--- src/include/pitaya_defs.svh ---
// Pitaya data path definitions

`ifndef PITAYA_DEFS_SVH
`define PITAYA_DEFS_SVH

//////////////////////////////
// bus
//////////////////////////////

`define PITAYA_ADW 32 // address and data word

// region field sits at address bits 22..20
`define PITAYA_REGION_LSB 20

// read-only ID word, "PI" plus revision
`define PITAYA_ID 32'h5049_0001

//////////////////////////////
// samples and calibration
//////////////////////////////

`define PITAYA_SDW 14 // ADC and DAC sample width
`define PITAYA_GDW 16 // gain word, Q2.14

// fraction bits of the gain, 1.0 is 0x4000
`define PITAYA_GAIN_FRAC 14

`endif

--- src/design/pitaya_bus_pkg.sv ---
// System bus types
`include "pitaya_defs.svh"

package pitaya_bus_pkg;

  // address or data word
  typedef logic [`PITAYA_ADW-1:0] bus_word_t;

  // region select, addr[22:20]
  typedef enum logic [2:0] {
    REGION_HK    = 3'd0, // housekeeping
    REGION_CALIB = 3'd1  // calibration
  } bus_region_e;         // 2..7 left unused

  // housekeeping offsets inside region 0
  typedef enum logic [`PITAYA_REGION_LSB-1:0] {
    HK_ID   = 'h00, // read-only
    HK_LOOP = 'h04, // digital loopback enable
    HK_LED  = 'h30
  } hk_reg_e;

  // calibration offsets inside region 1
  typedef enum logic [`PITAYA_REGION_LSB-1:0] {
    CAL_ADC_A_GAIN = 'h00, CAL_ADC_A_OFFS = 'h04,
    CAL_ADC_B_GAIN = 'h08, CAL_ADC_B_OFFS = 'h0C,
    CAL_DAC_A_GAIN = 'h10, CAL_DAC_A_OFFS = 'h14,
    CAL_DAC_B_GAIN = 'h18, CAL_DAC_B_OFFS = 'h1C
  } cal_reg_e;

endpackage

--- src/design/pitaya_dsp_pkg.sv ---
// Sample and calibration types
`include "pitaya_defs.svh"

package pitaya_dsp_pkg;

  //////////////////////////////
  // stream data
  //////////////////////////////

  // two's complement sample, both directions
  typedef logic signed [`PITAYA_SDW-1:0] sample_t;

  //////////////////////////////
  // calibration
  //////////////////////////////

  // Q2.14, so +-2.0 full range
  typedef logic signed [`PITAYA_GDW-1:0] gain_t;

  // added after scaling, same width as a sample
  typedef logic signed [`PITAYA_SDW-1:0] offset_t;

  // one channel setting, 30 bits
  typedef struct packed {
    gain_t   gain;   // multiplier
    offset_t offset; // post-scale offset
  } cal_cfg_t;

endpackage

--- src/design/sys_bus_if.sv ---
// System register bus
`timescale 1ns/1ps

interface sys_bus_if;

  // request, from the decoder
  pitaya_bus_pkg::bus_word_t addr;  // held for the whole access
  pitaya_bus_pkg::bus_word_t wdata; // full word writes only
  logic                      wen;   // one-cycle strobe
  logic                      ren;   // one-cycle strobe

  // response, from the slave
  pitaya_bus_pkg::bus_word_t rdata; // valid with ack
  logic                      err;   // valid with ack
  logic                      ack;

  // decoder side
  modport decoder (
    output addr,
    output wdata,
    output wen,
    output ren,
    input  rdata,
    input  err,
    input  ack
  );

  // register block side
  modport slave (
    input  addr,
    input  wdata,
    input  wen,
    input  ren,
    output rdata,
    output err,
    output ack
  );

endinterface

--- src/design/sys_bus_decoder.sv ---
// System bus region decoder
`timescale 1ns/1ps
`include "pitaya_defs.svh"

module sys_bus_decoder (
  input  logic                      adc_clk,
  input  logic                      top_rst,
  // master side
  input  pitaya_bus_pkg::bus_word_t m_addr_i,
  input  pitaya_bus_pkg::bus_word_t m_wdata_i,
  input  logic                      m_wen_i,
  input  logic                      m_ren_i,
  output pitaya_bus_pkg::bus_word_t m_rdata_o,
  output logic                      m_err_o,
  output logic                      m_ack_o,
  // slaves
  sys_bus_if.decoder                hk_bus,  // region 0
  sys_bus_if.decoder                cal_bus  // region 1
);

  pitaya_bus_pkg::bus_region_e region;
  logic                        sel_hk;
  logic                        sel_cal;

  // region only, offsets are left to the slaves
  assign region = pitaya_bus_pkg::bus_region_e'(
    m_addr_i[`PITAYA_REGION_LSB +: $bits(pitaya_bus_pkg::bus_region_e)]);

  assign sel_hk  = (region == pitaya_bus_pkg::REGION_HK);
  assign sel_cal = (region == pitaya_bus_pkg::REGION_CALIB);

  //////////////////////////////
  // request steering
  //////////////////////////////

  assign hk_bus.addr  = m_addr_i; // broadcast
  assign hk_bus.wdata = m_wdata_i;
  assign hk_bus.wen   = m_wen_i & sel_hk;
  assign hk_bus.ren   = m_ren_i & sel_hk;

  assign cal_bus.addr  = m_addr_i;
  assign cal_bus.wdata = m_wdata_i;
  assign cal_bus.wen   = m_wen_i & sel_cal;
  assign cal_bus.ren   = m_ren_i & sel_cal;

  //////////////////////////////
  // response mux
  //////////////////////////////

  // address is held until ack, so it can steer the response too
  always_comb
  begin
    m_rdata_o = '0;
    m_err_o   = 1'b0;
    m_ack_o   = m_wen_i | m_ren_i; // unused regions answer at once
    case (region)
      pitaya_bus_pkg::REGION_HK:
      begin
        m_rdata_o = hk_bus.rdata;
        m_err_o   = hk_bus.err;
        m_ack_o   = hk_bus.ack;
      end
      pitaya_bus_pkg::REGION_CALIB:
      begin
        m_rdata_o = cal_bus.rdata;
        m_err_o   = cal_bus.err;
        m_ack_o   = cal_bus.ack;
      end
      default: ; // zero data, no error
    endcase
  end

  // the master issues one kind of access at a time
  a_one_strobe : assert property (@(posedge adc_clk) disable iff (top_rst)
    !(m_wen_i && m_ren_i))
    else $error("sys bus: wen and ren high together");

endmodule

--- src/design/housekeeping.sv ---
// Housekeeping registers
`timescale 1ns/1ps
`include "pitaya_defs.svh"

module housekeeping (
  input  logic        adc_clk,
  input  logic        top_rst,
  sys_bus_if.slave    bus,
  output logic        loop_en_o, // DAC to ADC digital loopback
  output logic [7:0]  led_o
);

  pitaya_bus_pkg::hk_reg_e   off;
  pitaya_bus_pkg::bus_word_t rd_val;
  logic                      hit;    // known offset

  assign off = pitaya_bus_pkg::hk_reg_e'(bus.addr[`PITAYA_REGION_LSB-1:0]);

  // read-back, zero-extended
  always_comb
  begin
    rd_val = '0;
    hit    = 1'b1;
    case (off)
      pitaya_bus_pkg::HK_ID:   rd_val = `PITAYA_ID;
      pitaya_bus_pkg::HK_LOOP: rd_val = pitaya_bus_pkg::bus_word_t'(loop_en_o);
      pitaya_bus_pkg::HK_LED:  rd_val = pitaya_bus_pkg::bus_word_t'(led_o);
      default:                 hit    = 1'b0;
    endcase
  end

  always_ff @(posedge adc_clk, posedge top_rst)
  begin
    if (top_rst)
    begin
      loop_en_o <= 1'b0;
      led_o     <= '0;
    end
    else if (bus.wen)
    begin
      case (off)
        pitaya_bus_pkg::HK_LOOP: loop_en_o <= bus.wdata[0];
        pitaya_bus_pkg::HK_LED:  led_o     <= bus.wdata[7:0];
        default: ; // ID stays as is
      endcase
    end
  end

  // response one cycle after the strobe
  always_ff @(posedge adc_clk, posedge top_rst)
  begin
    if (top_rst)
    begin
      bus.ack   <= 1'b0;
      bus.err   <= 1'b0;
      bus.rdata <= '0;
    end
    else
    begin
      bus.ack   <= bus.wen | bus.ren;
      bus.err   <= (bus.wen | bus.ren) & ~hit;
      bus.rdata <= (bus.ren && hit) ? rd_val : '0;
    end
  end

  // holds while the master waits for each ack
  a_ack_pulse : assert property (@(posedge adc_clk) disable iff (top_rst)
    bus.ack |=> !bus.ack)
    else $error("housekeeping: ack longer than one cycle");

endmodule

--- src/design/calib_regs.sv ---
// Calibration registers
`timescale 1ns/1ps
`include "pitaya_defs.svh"

module calib_regs (
  input  logic                            adc_clk,
  input  logic                            top_rst,
  sys_bus_if.slave                        bus,
  output pitaya_dsp_pkg::cal_cfg_t [1:0]  adc_cfg_o, // [0] is channel A
  output pitaya_dsp_pkg::cal_cfg_t [1:0]  dac_cfg_o
);

  // unity gain, no offset
  localparam pitaya_dsp_pkg::cal_cfg_t CFG_UNITY = '{
    gain:   pitaya_dsp_pkg::gain_t'(1 << `PITAYA_GAIN_FRAC),
    offset: '0
  };

  pitaya_bus_pkg::cal_reg_e  off;
  pitaya_bus_pkg::bus_word_t rd_val;
  logic                      hit;

  // sign extension to a bus word
  function automatic pitaya_bus_pkg::bus_word_t gain_word(pitaya_dsp_pkg::gain_t g);
    return {{(`PITAYA_ADW-`PITAYA_GDW){g[`PITAYA_GDW-1]}}, g};
  endfunction

  function automatic pitaya_bus_pkg::bus_word_t offs_word(pitaya_dsp_pkg::offset_t o);
    return {{(`PITAYA_ADW-`PITAYA_SDW){o[`PITAYA_SDW-1]}}, o};
  endfunction

  assign off = pitaya_bus_pkg::cal_reg_e'(bus.addr[`PITAYA_REGION_LSB-1:0]);

  //////////////////////////////
  // read-back
  //////////////////////////////

  always_comb
  begin
    rd_val = '0;
    hit    = 1'b1;
    case (off)
      pitaya_bus_pkg::CAL_ADC_A_GAIN: rd_val = gain_word(adc_cfg_o[0].gain);
      pitaya_bus_pkg::CAL_ADC_A_OFFS: rd_val = offs_word(adc_cfg_o[0].offset);
      pitaya_bus_pkg::CAL_ADC_B_GAIN: rd_val = gain_word(adc_cfg_o[1].gain);
      pitaya_bus_pkg::CAL_ADC_B_OFFS: rd_val = offs_word(adc_cfg_o[1].offset);
      pitaya_bus_pkg::CAL_DAC_A_GAIN: rd_val = gain_word(dac_cfg_o[0].gain);
      pitaya_bus_pkg::CAL_DAC_A_OFFS: rd_val = offs_word(dac_cfg_o[0].offset);
      pitaya_bus_pkg::CAL_DAC_B_GAIN: rd_val = gain_word(dac_cfg_o[1].gain);
      pitaya_bus_pkg::CAL_DAC_B_OFFS: rd_val = offs_word(dac_cfg_o[1].offset);
      default:                        hit    = 1'b0;
    endcase
  end

  //////////////////////////////
  // writes, upper bits dropped
  //////////////////////////////

  always_ff @(posedge adc_clk, posedge top_rst)
  begin
    if (top_rst)
    begin
      adc_cfg_o <= {CFG_UNITY, CFG_UNITY};
      dac_cfg_o <= {CFG_UNITY, CFG_UNITY};
    end
    else if (bus.wen)
    begin
      case (off)
        pitaya_bus_pkg::CAL_ADC_A_GAIN: adc_cfg_o[0].gain   <= bus.wdata[`PITAYA_GDW-1:0];
        pitaya_bus_pkg::CAL_ADC_A_OFFS: adc_cfg_o[0].offset <= bus.wdata[`PITAYA_SDW-1:0];
        pitaya_bus_pkg::CAL_ADC_B_GAIN: adc_cfg_o[1].gain   <= bus.wdata[`PITAYA_GDW-1:0];
        pitaya_bus_pkg::CAL_ADC_B_OFFS: adc_cfg_o[1].offset <= bus.wdata[`PITAYA_SDW-1:0];
        pitaya_bus_pkg::CAL_DAC_A_GAIN: dac_cfg_o[0].gain   <= bus.wdata[`PITAYA_GDW-1:0];
        pitaya_bus_pkg::CAL_DAC_A_OFFS: dac_cfg_o[0].offset <= bus.wdata[`PITAYA_SDW-1:0];
        pitaya_bus_pkg::CAL_DAC_B_GAIN: dac_cfg_o[1].gain   <= bus.wdata[`PITAYA_GDW-1:0];
        pitaya_bus_pkg::CAL_DAC_B_OFFS: dac_cfg_o[1].offset <= bus.wdata[`PITAYA_SDW-1:0];
        default: ; // flagged in the response
      endcase
    end
  end

  // registered response, err on unknown offset
  always_ff @(posedge adc_clk, posedge top_rst)
  begin
    if (top_rst)
    begin
      bus.ack   <= 1'b0;
      bus.err   <= 1'b0;
      bus.rdata <= '0;
    end
    else
    begin
      bus.ack   <= bus.wen | bus.ren;
      bus.err   <= (bus.wen | bus.ren) & ~hit;
      bus.rdata <= (bus.ren && hit) ? rd_val : '0;
    end
  end

endmodule

--- src/design/linear_cal.sv ---
// Gain and offset calibration
`timescale 1ns/1ps
`include "pitaya_defs.svh"

module linear_cal (
  input  logic                     adc_clk,
  input  logic                     top_rst,
  input  pitaya_dsp_pkg::sample_t  dat_i,
  input  pitaya_dsp_pkg::cal_cfg_t cfg_i,
  output pitaya_dsp_pkg::sample_t  dat_o
);

  localparam int MW = `PITAYA_SDW + `PITAYA_GDW;  // full product
  localparam int SW = MW - `PITAYA_GAIN_FRAC + 1; // scaled plus offset, one guard bit

  logic signed [MW-1:0]    mul; // stage one
  logic signed [SW-1:0]    sum;
  pitaya_dsp_pkg::sample_t sat;

  // drop the fraction, then add the offset
  assign sum = SW'(mul >>> `PITAYA_GAIN_FRAC) + SW'($signed(cfg_i.offset));

  // clip to -8192..8191
  always_comb
  begin
    if (sum[SW-1:`PITAYA_SDW-1] != {(SW-`PITAYA_SDW+1){sum[SW-1]}})
      sat = {sum[SW-1], {(`PITAYA_SDW-1){~sum[SW-1]}}}; // overflow
    else
      sat = sum[`PITAYA_SDW-1:0];
  end

  //////////////////////////////
  // two register stages
  //////////////////////////////

  always_ff @(posedge adc_clk, posedge top_rst)
  begin
    if (top_rst)
    begin
      mul   <= '0;
      dat_o <= '0;
    end
    else
    begin
      mul   <= dat_i * $signed(cfg_i.gain); // signed 14x16
      dat_o <= sat;
    end
  end

endmodule

--- src/design/analog_front.sv ---
// ADC and DAC data path
`timescale 1ns/1ps
`include "pitaya_defs.svh"

module analog_front (
  input  logic                           adc_clk,
  input  logic                           top_rst,
  // pins, negative-slope offset binary
  input  logic [`PITAYA_SDW-1:0]         adc_raw_a_i,
  input  logic [`PITAYA_SDW-1:0]         adc_raw_b_i,
  // generator samples
  input  pitaya_dsp_pkg::sample_t        dac_dat_a_i,
  input  pitaya_dsp_pkg::sample_t        dac_dat_b_i,
  input  logic                           loop_en_i,
  input  pitaya_dsp_pkg::cal_cfg_t [1:0] adc_cfg_i,
  input  pitaya_dsp_pkg::cal_cfg_t [1:0] dac_cfg_i,
  // calibrated samples toward acquisition
  output pitaya_dsp_pkg::sample_t        adc_dat_a_o,
  output pitaya_dsp_pkg::sample_t        adc_dat_b_o,
  output logic [`PITAYA_SDW-1:0]         dac_raw_a_o,
  output logic [`PITAYA_SDW-1:0]         dac_raw_b_o
);

  // MSB kept, rest inverted, same rule both ways
  function automatic logic [`PITAYA_SDW-1:0] nsob_flip(logic [`PITAYA_SDW-1:0] v);
    return {v[`PITAYA_SDW-1], ~v[`PITAYA_SDW-2:0]};
  endfunction

  logic [`PITAYA_SDW-1:0]  adc_raw [2];
  pitaya_dsp_pkg::sample_t adc_in  [2]; // input register
  pitaya_dsp_pkg::sample_t adc_mux [2]; // pins or loopback
  pitaya_dsp_pkg::sample_t adc_cal [2];
  pitaya_dsp_pkg::sample_t dac_in  [2];
  pitaya_dsp_pkg::sample_t dac_cal [2];
  logic [`PITAYA_SDW-1:0]  dac_out [2]; // output register

  assign adc_raw[0] = adc_raw_a_i;
  assign adc_raw[1] = adc_raw_b_i;
  assign dac_in[0]  = dac_dat_a_i;
  assign dac_in[1]  = dac_dat_b_i;

  assign adc_dat_a_o = adc_cal[0];
  assign adc_dat_b_o = adc_cal[1];
  assign dac_raw_a_o = dac_out[0];
  assign dac_raw_b_o = dac_out[1];

  //////////////////////////////
  // per channel path
  //////////////////////////////

  for (genvar ch = 0; ch < 2; ch++)
  begin : g_ch
    always_ff @(posedge adc_clk, posedge top_rst)
    begin
      if (top_rst)
      begin
        adc_in[ch]  <= '0;
        dac_out[ch] <= '0;
      end
      else
      begin
        adc_in[ch]  <= nsob_flip(adc_raw[ch]); // to two's complement
        dac_out[ch] <= nsob_flip(dac_cal[ch]); // back to pin format
      end
    end

    // loopback takes the calibrated DAC stream
    assign adc_mux[ch] = loop_en_i ? dac_cal[ch] : adc_in[ch];

    linear_cal u_dac_cal (
      .adc_clk (adc_clk),
      .top_rst (top_rst),
      .dat_i   (dac_in[ch]),
      .cfg_i   (dac_cfg_i[ch]),
      .dat_o   (dac_cal[ch])
    );

    linear_cal u_adc_cal (
      .adc_clk (adc_clk),
      .top_rst (top_rst),
      .dat_i   (adc_mux[ch]),
      .cfg_i   (adc_cfg_i[ch]),
      .dat_o   (adc_cal[ch])
    );
  end

endmodule

--- src/design/pitaya_core_top.sv ---
// Acquisition core top level
`timescale 1ns/1ps
`include "pitaya_defs.svh"

module pitaya_core_top (
  input  logic                    adc_clk,
  input  logic                    top_rst,
  // system bus
  input  logic [`PITAYA_ADW-1:0]  sys_addr_i,
  input  logic [`PITAYA_ADW-1:0]  sys_wdata_i,
  input  logic                    sys_wen_i,
  input  logic                    sys_ren_i,
  output logic [`PITAYA_ADW-1:0]  sys_rdata_o,
  output logic                    sys_err_o,
  output logic                    sys_ack_o,
  output logic [7:0]              led_o,
  // ADC pins and calibrated samples
  input  logic [`PITAYA_SDW-1:0]  adc_dat_a_i,
  input  logic [`PITAYA_SDW-1:0]  adc_dat_b_i,
  output pitaya_dsp_pkg::sample_t adc_dat_a_o,
  output pitaya_dsp_pkg::sample_t adc_dat_b_o,
  // generator samples and DAC pins
  input  pitaya_dsp_pkg::sample_t dac_dat_a_i,
  input  pitaya_dsp_pkg::sample_t dac_dat_b_i,
  output logic [`PITAYA_SDW-1:0]  dac_dat_a_o,
  output logic [`PITAYA_SDW-1:0]  dac_dat_b_o
);

  logic                           loop_en;
  pitaya_dsp_pkg::cal_cfg_t [1:0] adc_cfg;
  pitaya_dsp_pkg::cal_cfg_t [1:0] dac_cfg;

  sys_bus_if hk_bus ();  // region 0
  sys_bus_if cal_bus (); // region 1

  sys_bus_decoder u_decoder (
    .adc_clk   (adc_clk),
    .top_rst   (top_rst),
    .m_addr_i  (sys_addr_i),
    .m_wdata_i (sys_wdata_i),
    .m_wen_i   (sys_wen_i),
    .m_ren_i   (sys_ren_i),
    .m_rdata_o (sys_rdata_o),
    .m_err_o   (sys_err_o),
    .m_ack_o   (sys_ack_o),
    .hk_bus    (hk_bus.decoder),
    .cal_bus   (cal_bus.decoder)
  );

  housekeeping u_hk (
    .adc_clk   (adc_clk),
    .top_rst   (top_rst),
    .bus       (hk_bus.slave),
    .loop_en_o (loop_en),
    .led_o     (led_o)
  );

  calib_regs u_calib (
    .adc_clk   (adc_clk),
    .top_rst   (top_rst),
    .bus       (cal_bus.slave),
    .adc_cfg_o (adc_cfg),
    .dac_cfg_o (dac_cfg)
  );

  analog_front u_analog (
    .adc_clk     (adc_clk),
    .top_rst     (top_rst),
    .adc_raw_a_i (adc_dat_a_i),
    .adc_raw_b_i (adc_dat_b_i),
    .dac_dat_a_i (dac_dat_a_i),
    .dac_dat_b_i (dac_dat_b_i),
    .loop_en_i   (loop_en),
    .adc_cfg_i   (adc_cfg),
    .dac_cfg_i   (dac_cfg),
    .adc_dat_a_o (adc_dat_a_o),
    .adc_dat_b_o (adc_dat_b_o),
    .dac_raw_a_o (dac_dat_a_o),
    .dac_raw_b_o (dac_dat_b_o)
  );

endmodule

--- config.mk ---
export PLATFORM = sky130hd
export DESIGN_NAME = pitaya_core_top
export DESIGN_NICKNAME = d
export VERILOG_FILES = /design/src/design/pitaya_bus_pkg.sv /design/src/design/pitaya_dsp_pkg.sv /design/src/design/sys_bus_if.sv /design/src/design/sys_bus_decoder.sv /design/src/design/housekeeping.sv /design/src/design/calib_regs.sv /design/src/design/linear_cal.sv /design/src/design/analog_front.sv /design/src/design/pitaya_core_top.sv
export VERILOG_INCLUDE_DIRS = /design/src /design/src/include
export SDC_FILE = /design/constraint.sdc
export NUM_CORES = 2
export LEC_CHECK = 0
export ABC_AREA = 1
export BUFFER_PORTS_ARGS = -buffer_cell sky130_fd_sc_hd__clkbuf_2
export CAP_MARGIN = 0
export CORE_ASPECT_RATIO = 1.1
export CORE_UTILIZATION = 45
export CTS_CLUSTER_SIZE = 30
export DETAILED_ROUTE_END_ITERATION = 16
export SLEW_MARGIN = 20
export SYNTH_ARGS = -nofsm -noshare
export SYNTH_HDL_FRONTEND = slang
export SYNTH_SLANG_ARGS = --single-unit
--- constraint.sdc ---
create_clock -name adc_clk -period 9.6 [get_ports adc_clk]
set_input_delay 0 -clock adc_clk [delete_from_list [all_inputs] [get_ports adc_clk]]
set_output_delay 0 -clock adc_clk [all_outputs]
set_load 0.05 [all_outputs]
# [Word level (Yosys, flattened, before mapping)]
# Cells that the tools add are included.
[classes] div_mod_pow=0 shifts=0 multipliers=4 order_cmp=0 muxes=15 n_addsub=4 bitwise_logic=19 reduce_logical=16 n_eq_ne=13
[ops] cell="32-bit one-hot mux with 8 select lines" n=1
[ops] cell="14-bit by 16-bit multiplier with 30-bit output" n=4
[ops] cell="31-bit one-hot mux with 3 select lines" n=1
[ops] cell="14-bit two-way mux" n=6
[ops] cell="20-bit by 5-bit == test with 1-bit output (second input constant)" n=4
[ops] cell="16-bit by 14-bit adder with 17-bit output" n=4
[ops] cell="32-bit one-hot mux with 2 select lines" n=1
[ops] cell="13-bit inverter" n=4
[ops] cell="20-bit by 4-bit == test with 1-bit output (second input constant)" n=2
[ops] cell="32-bit two-way mux" n=1
[ops] cell="31-bit two-way mux" n=1
[ops] cell="20-bit by 3-bit == test with 1-bit output (second input constant)" n=1
[ops] cell="20-bit by 6-bit == test with 1-bit output (second input constant)" n=1
[ops] cell="20-bit logical NOT" n=1
[ops] cell="2-bit AND reduction" n=10
[ops] cell="3-bit != test" n=4
[ops] cell="8-bit OR reduction" n=1
[ops] cell="1-bit AND" n=6
[ops] cell="1-bit inverter" n=6
[ops] cell="1-bit one-hot mux with 2 select lines" n=2
[ops] cell="3-bit by 1-bit == test with 1-bit output (second input constant)" n=1
[ops] cell="3-bit logical NOT" n=1
[ops] cell="1-bit bitwise OR" n=3
[ops] cell="3-bit OR reduction" n=1
[ops] cell="2 further kinds" n=4
[totals] rom_bits=0 ramBits=0 wordCells=99 latch_bits=0 mem_count=0 out_inout_bits=98 inputBits=124 register_bits=429

# [Depth between registers and ports, before layout]
[logic_depth] depth_word=5 mapped_depth=32 depth_no_buf=29

# [Cells and area by module]
# From an unflattened synthesis, not the netlist that was laid out.
[unflattened] cells_unflattened=7005 area_unflattened_um2=54164.4
[by_module_without_submodules] mod="linear_cal at u_analog.g_ch[0].u_dac_cal ..." n_inst=2 area_per_inst_um2=10551.4 cells_each=1386 seq_area_each_um2=750.7
[by_module_without_submodules] mod="linear_cal at u_analog.g_ch[1].u_dac_cal" n_inst=1 area_per_inst_um2=10770.3 cells_each=1417 seq_area_each_um2=750.7
[by_module_without_submodules] mod="linear_cal at u_analog.g_ch[0].u_adc_cal" n_inst=1 area_per_inst_um2=10751.6 cells_each=1407 seq_area_each_um2=750.7
[by_module_without_submodules] mod="calib_regs" n_inst=1 area_per_inst_um2=6817.8 cells_each=827 seq_area_each_um2=3458.3
[by_module_without_submodules] mod="analog_front" n_inst=1 area_per_inst_um2=1975.6 cells_each=199 seq_area_each_um2=1401.3
[by_module_without_submodules] mod="sys_bus_decoder" n_inst=1 area_per_inst_um2=1581.5 cells_each=259 seq_area_each_um2=0.0
[by_module_without_submodules] mod="housekeeping" n_inst=1 area_per_inst_um2=1164.9 cells_each=124 seq_area_each_um2=500.5

# [Worst setup path before layout]
# Ideal clock, no wire load.
[synth_path] path_kind="register to register" from="reg u_hk.loop_en_o" to="reg u_analog.g_ch[0].u_adc_cal.mul[29]" path_slack_ps=3675 path_buffers=3 path_stages_with_launch=24 setup_ps=118 period_less_slack_ps=5925 t_arrival_ps=5808 t_required_ps=9482 cell_sequence="dfrtp_1 buf_6 buf_2 buf_2 o21ai_1 nor2_1 inv_1 fa_1 fa_1 inv_1 fa_1 fa_1 fa_1 inv_1 fa_1 inv_1 ha_1 a21o_1 a31oi_1 o21ai_0 a21oi_1 nand2_1 nand2_1 nand2_1"
[synth_via] elab_chain_cells=2
[synth_rtl] element="start: declaration" line_no="housekeeping.sv:9" source="output logic loop_en_o,"
[synth_rtl] element="start signal: assignment" line_no="housekeeping.sv:42" source="pitaya_bus_pkg::HK_LOOP: loop_en_o <= bus.wdata[0];"
[synth_rtl] element="14-bit two-way mux" line_no="analog_front.sv:68" source="assign adc_mux[ch] = loop_en_i ? dac_cal[ch] : adc_in[ch];"
[synth_rtl] element="14-bit by 16-bit multiplier with 30-bit output" line_no="linear_cal.sv:45" source="mul <= dat_i * $signed(cfg_i.gain);"
[synth_rtl] element="end signal: assignment" line_no="linear_cal.sv:45"
[synth_rtl] element="end: declaration" line_no="linear_cal.sv:16" source="logic signed [MW-1:0] mul;"
# Every way passes these cells.
# A chain may end at the register's enable or synchronous reset.

# [Worst setup path after layout]
# Same ends and word-level chain as after synthesis.

==> reports/results.md <==
• **Critical Path Fanout Max** 23
• **leading cell types by total area after synthesis** fa_1 34%, dfrtp_1 16%, inv_1 12%
• **via count of the first global-routing pass** 42,095
• **horizontal die dimension** 323 µm
• **number of instances resized during post-cts repair** 0
• **Max Slew Vio Count** 0
• **detail-routed net length per standard cell** 18.4 µm
• **number of vias per cell** 5.04
• **deepest level of the CTS H-tree** 2
• **global-route usage over all layers** 26.6%
• **summed instance area of the synthesized netlist** 51,000 µm²
• **number of DRC violations after detailed routing** 0
• **Warnings, synthesis** 0
• **insertion delay of the later-clocked pin in the worst-skew pair** 0.60 ns
• **area share of the leading cell type in the synthesized netlist** 34.4%
• **Worst Path Required** 10.07 ns
• **core region area** 112,000 µm²
• **setup repair after global routing missed its margin** false
• **post-synth top area cell** fa_1
• **Syn Area/Cell** 7.90 µm²
• **LEAKAGE** 0.0305 µW
• **most common flop cell mapped by yosys** dfrtp_1
• **Slew Limit Headroom** 27.2%
• **worst-case vdd ir drop** 0.118 mV
• **number of setup violations in the final report** 0
• **Final Routed Wirelength** 149,000 µm
• **asr flop ratio synth** 100%
• **pin count of the biggest net entering global routing** 148
• **starting utilization of the core area** 45.4%
• **Sinks on Clock Net** 334
• **Critical Path AT** 7.73 ns
• **first-pass GRT wire length** 235,000 µm
• **Vert. Die Dim** 355 µm
• **leading cell type in the layout, fill and taps excluded** inv_1
• **post-route setup TNS** 0 ns
• **Buffers on Ports** 196
• **gpl congestion** 0.938
• **portion of the clock cycle consumed by the worst path in the final layout** 75.7%
• **clock period minus final worst setup slack** 7.27 ns
• **count of standard-cell rows** 129
• **area grow syn2layout** 7.71%
• **final hold violation count** 0
• **count of different cell masters after synthesis** 57
• **flop and latch count out of synthesis** 334
• **met2 layer usage reported by global route** 43.7%
• **clock tree root buffer cell** clkbuf_16
• **die area** 115,000 µm²
• **total number of nets in the final design** 7,898
• **ratio of total power to cell area** 66.4 nW/µm²
• **kind of end point of the critical path** flip-flop
• **Iteration-0 DRC Markers** 2,926
• **result of the run** completed
• **fraction of final layout cells with drive strength greater than 1** 6.08%
• **worst-case hold slack** 0.0142 ns
• **Mapped Nets** 7,797
• **Fmax achieved** 138 MHz
• **I/O pin total** 222
• **antenna-violating nets left** 0
• **Bufs on Longest Clock Path** 3
• **met3 Usage GRT** 4.93%
• **max cap viols** 0
• **commonest cells after routing, fill and taps aside** 1,600 x inv_1, 1,594 x nand2_1, 876 x fa_1, 521 x nor2_1, 336 x ha_1
• **Seq/Total Area, Yosys** 16.4%
• **antenna violations before repair** 21
• **TritonCTS clock tree** built
• **slew of the pin with the lowest slew margin** 1.08 ns
• **gr ovfl total** 0
• **via total after detailed routing** 40,885
• **Worst setup SP type** flip-flop
• **DP Wirelength** 124,000 µm
• **number of enable flip-flop cells after synthesis** 0
• **clk_skew** 0.0406 ns
• **GR Layer Usage met1** 35.1%
• **global routing's busiest layer** met2
• **instance count of the mapped netlist** 6,461
• **number of clock buffers inserted by TritonCTS** 40
• **Clock Pin Slew Worst Setup and Hold Paths** 0.06 ns
• **kind of critical path** flip-flop to flip-flop
• **type of the most critical hold path** input port to flip-flop
• **first-pass iteration count of the detailed router** 8
logic make-up (layout without fill, tap and decap cells):
family / count (synthesis) / in the layout / synth area share, %
adder cells (fa/ha/maj): 1212 / 1212 / 42.6
flip-flops: 334 / 334 / 16.4
other: 0 / 7 / 0
buffers and inverters: 1844 / 1977 / 14.0
AO/OA/AOI/OAI: 509 / 509 / 5.60
XOR/XNOR: 121 / 121 / 2.14
AND/OR/NAND/NOR: 2441 / 2441 / 19.3
registers in the layout, indices dropped and copies added, names as in the netlist, 16 cells and up:
name,flops
u_calib.adc_cfg_o,60
u_calib.dac_cfg_o,60
u_analog.g_ch.u_adc_cal.mul,32
u_analog.g_ch.u_dac_cal.mul,32
u_analog.adc_in,28
u_analog.g_ch.u_adc_cal.dat_o,28
u_analog.g_ch.u_dac_cal.dat_o,28
u_calib.bus.rdata,16
synthesized netlist by cell type (69+ instances only):
master       n
a21oi_1    153
nand2_1   1594
nor2_1     521
fa_1       876
clkbuf_1   136
o21ai_1     72
dfrtp_1    330
ha_1       336
xor2_1      69
o21ai_0    161
inv_1     1601
nand3_1    158
worst max-delay path: stages (launching register included):
cell,delay (ns)
dfrtp_2,0.62
buf_4,0.33
buf_4,0.22
o21ai_2,0.70
nor2_1,0.14
ha_1,0.49
inv_1,0.10
fa_1,0.76
inv_1,0.20
fa_1,0.50
fa_1,0.50
fa_1,0.50
inv_1,0.06
fa_1,0.50
inv_1,0.04
ha_1,0.35
a21o_1,0.20
a31oi_1,0.31
o21ai_0,0.18
a21oi_1,0.23
nand2_1,0.08
nand2_1,0.07
nand2_1,0.05
repair_timing:
| item | 4_1_cts | 5_1_grt |
|---|---|---|
| buffers inserted | 0 | 0 |
| endpoints found under the hold margin | 187 | 0 |
| hold buffers | 42 | 0 |
per-layer routing:
metal / wire length, µm / part of all wire, % / up-vias
li1: - / - / 19134
met1: 62800 / 42 / 20205
met4: 5700 / 3.8 / 20
met2: 69800 / 47 / 1250
met5: 130 / 0.087 / -
met3: 10300 / 6.9 / 276
cell type report:
cell class                      instances  area [µm²]
Antenna cell                            7        17.5
Clock inverter                         20         239
Sequential cell                       334        8360
Inverter                             1622        6100
Tap cell                             1506        1880
Clock buffer                           54        1090
Multi-Input combinational cell       4283       35500
Fill cell                           11156       57500
Timing Repair Buffer                  281        1740
where the power goes:
part / leakage (µW) / switching (µW) / internal [µW]
Clock: 0.000650 / 644 / 918
Combinational: 0.0256 / 440 / 163
Sequential: 0.00424 / 24.0 / 1460
metrics by stage:
step	utilization, %	power, µW	setup WS, ns	std cells	cell area [µm²]
3_5_place_dp	47.3	2100	2.40	7984	53200
6_report	48.9	3650	2.33	8107	55000
5_1_grt	48.9	3790	1.89	8101	55000
4_1_cts	48.9	3680	2.39	8100	55000
2_1_floorplan	-	1890	0.353	6461	51000
3_3_place_gp	47.3	2090	2.50	7984	53200
path summary, 6_finish.rpt:
| check | from | end | slack [ns] | cells past startpoint |
|---|---|---|---|---|
| max | u_hk.loop_en_o | u_analog.g_ch[0].u_adc_cal.mul[29] | 2.33 | 22 |
| min | sys_wdata_i[11] | u_calib.adc_cfg_o[55] | 0.01 | 3 |
| max reg2reg | u_hk.loop_en_o | u_analog.g_ch[0].u_adc_cal.mul[29] | 2.33 | 22 |
| min reg2reg | u_analog.g_ch[0].u_dac_cal.dat_o[7] | u_analog.dac_raw_a_o[7] | 0.40 | 1 |
| max in group asynchronous | top_rst | u_calib.dac_cfg_o[27] | 7.33 | 5 |
| min in group asynchronous | top_rst | u_analog.g_ch[0].u_adc_cal.dat_o[2] | 0.09 | 3 |
Note: power is estimated with default switching activity, not from simulation.
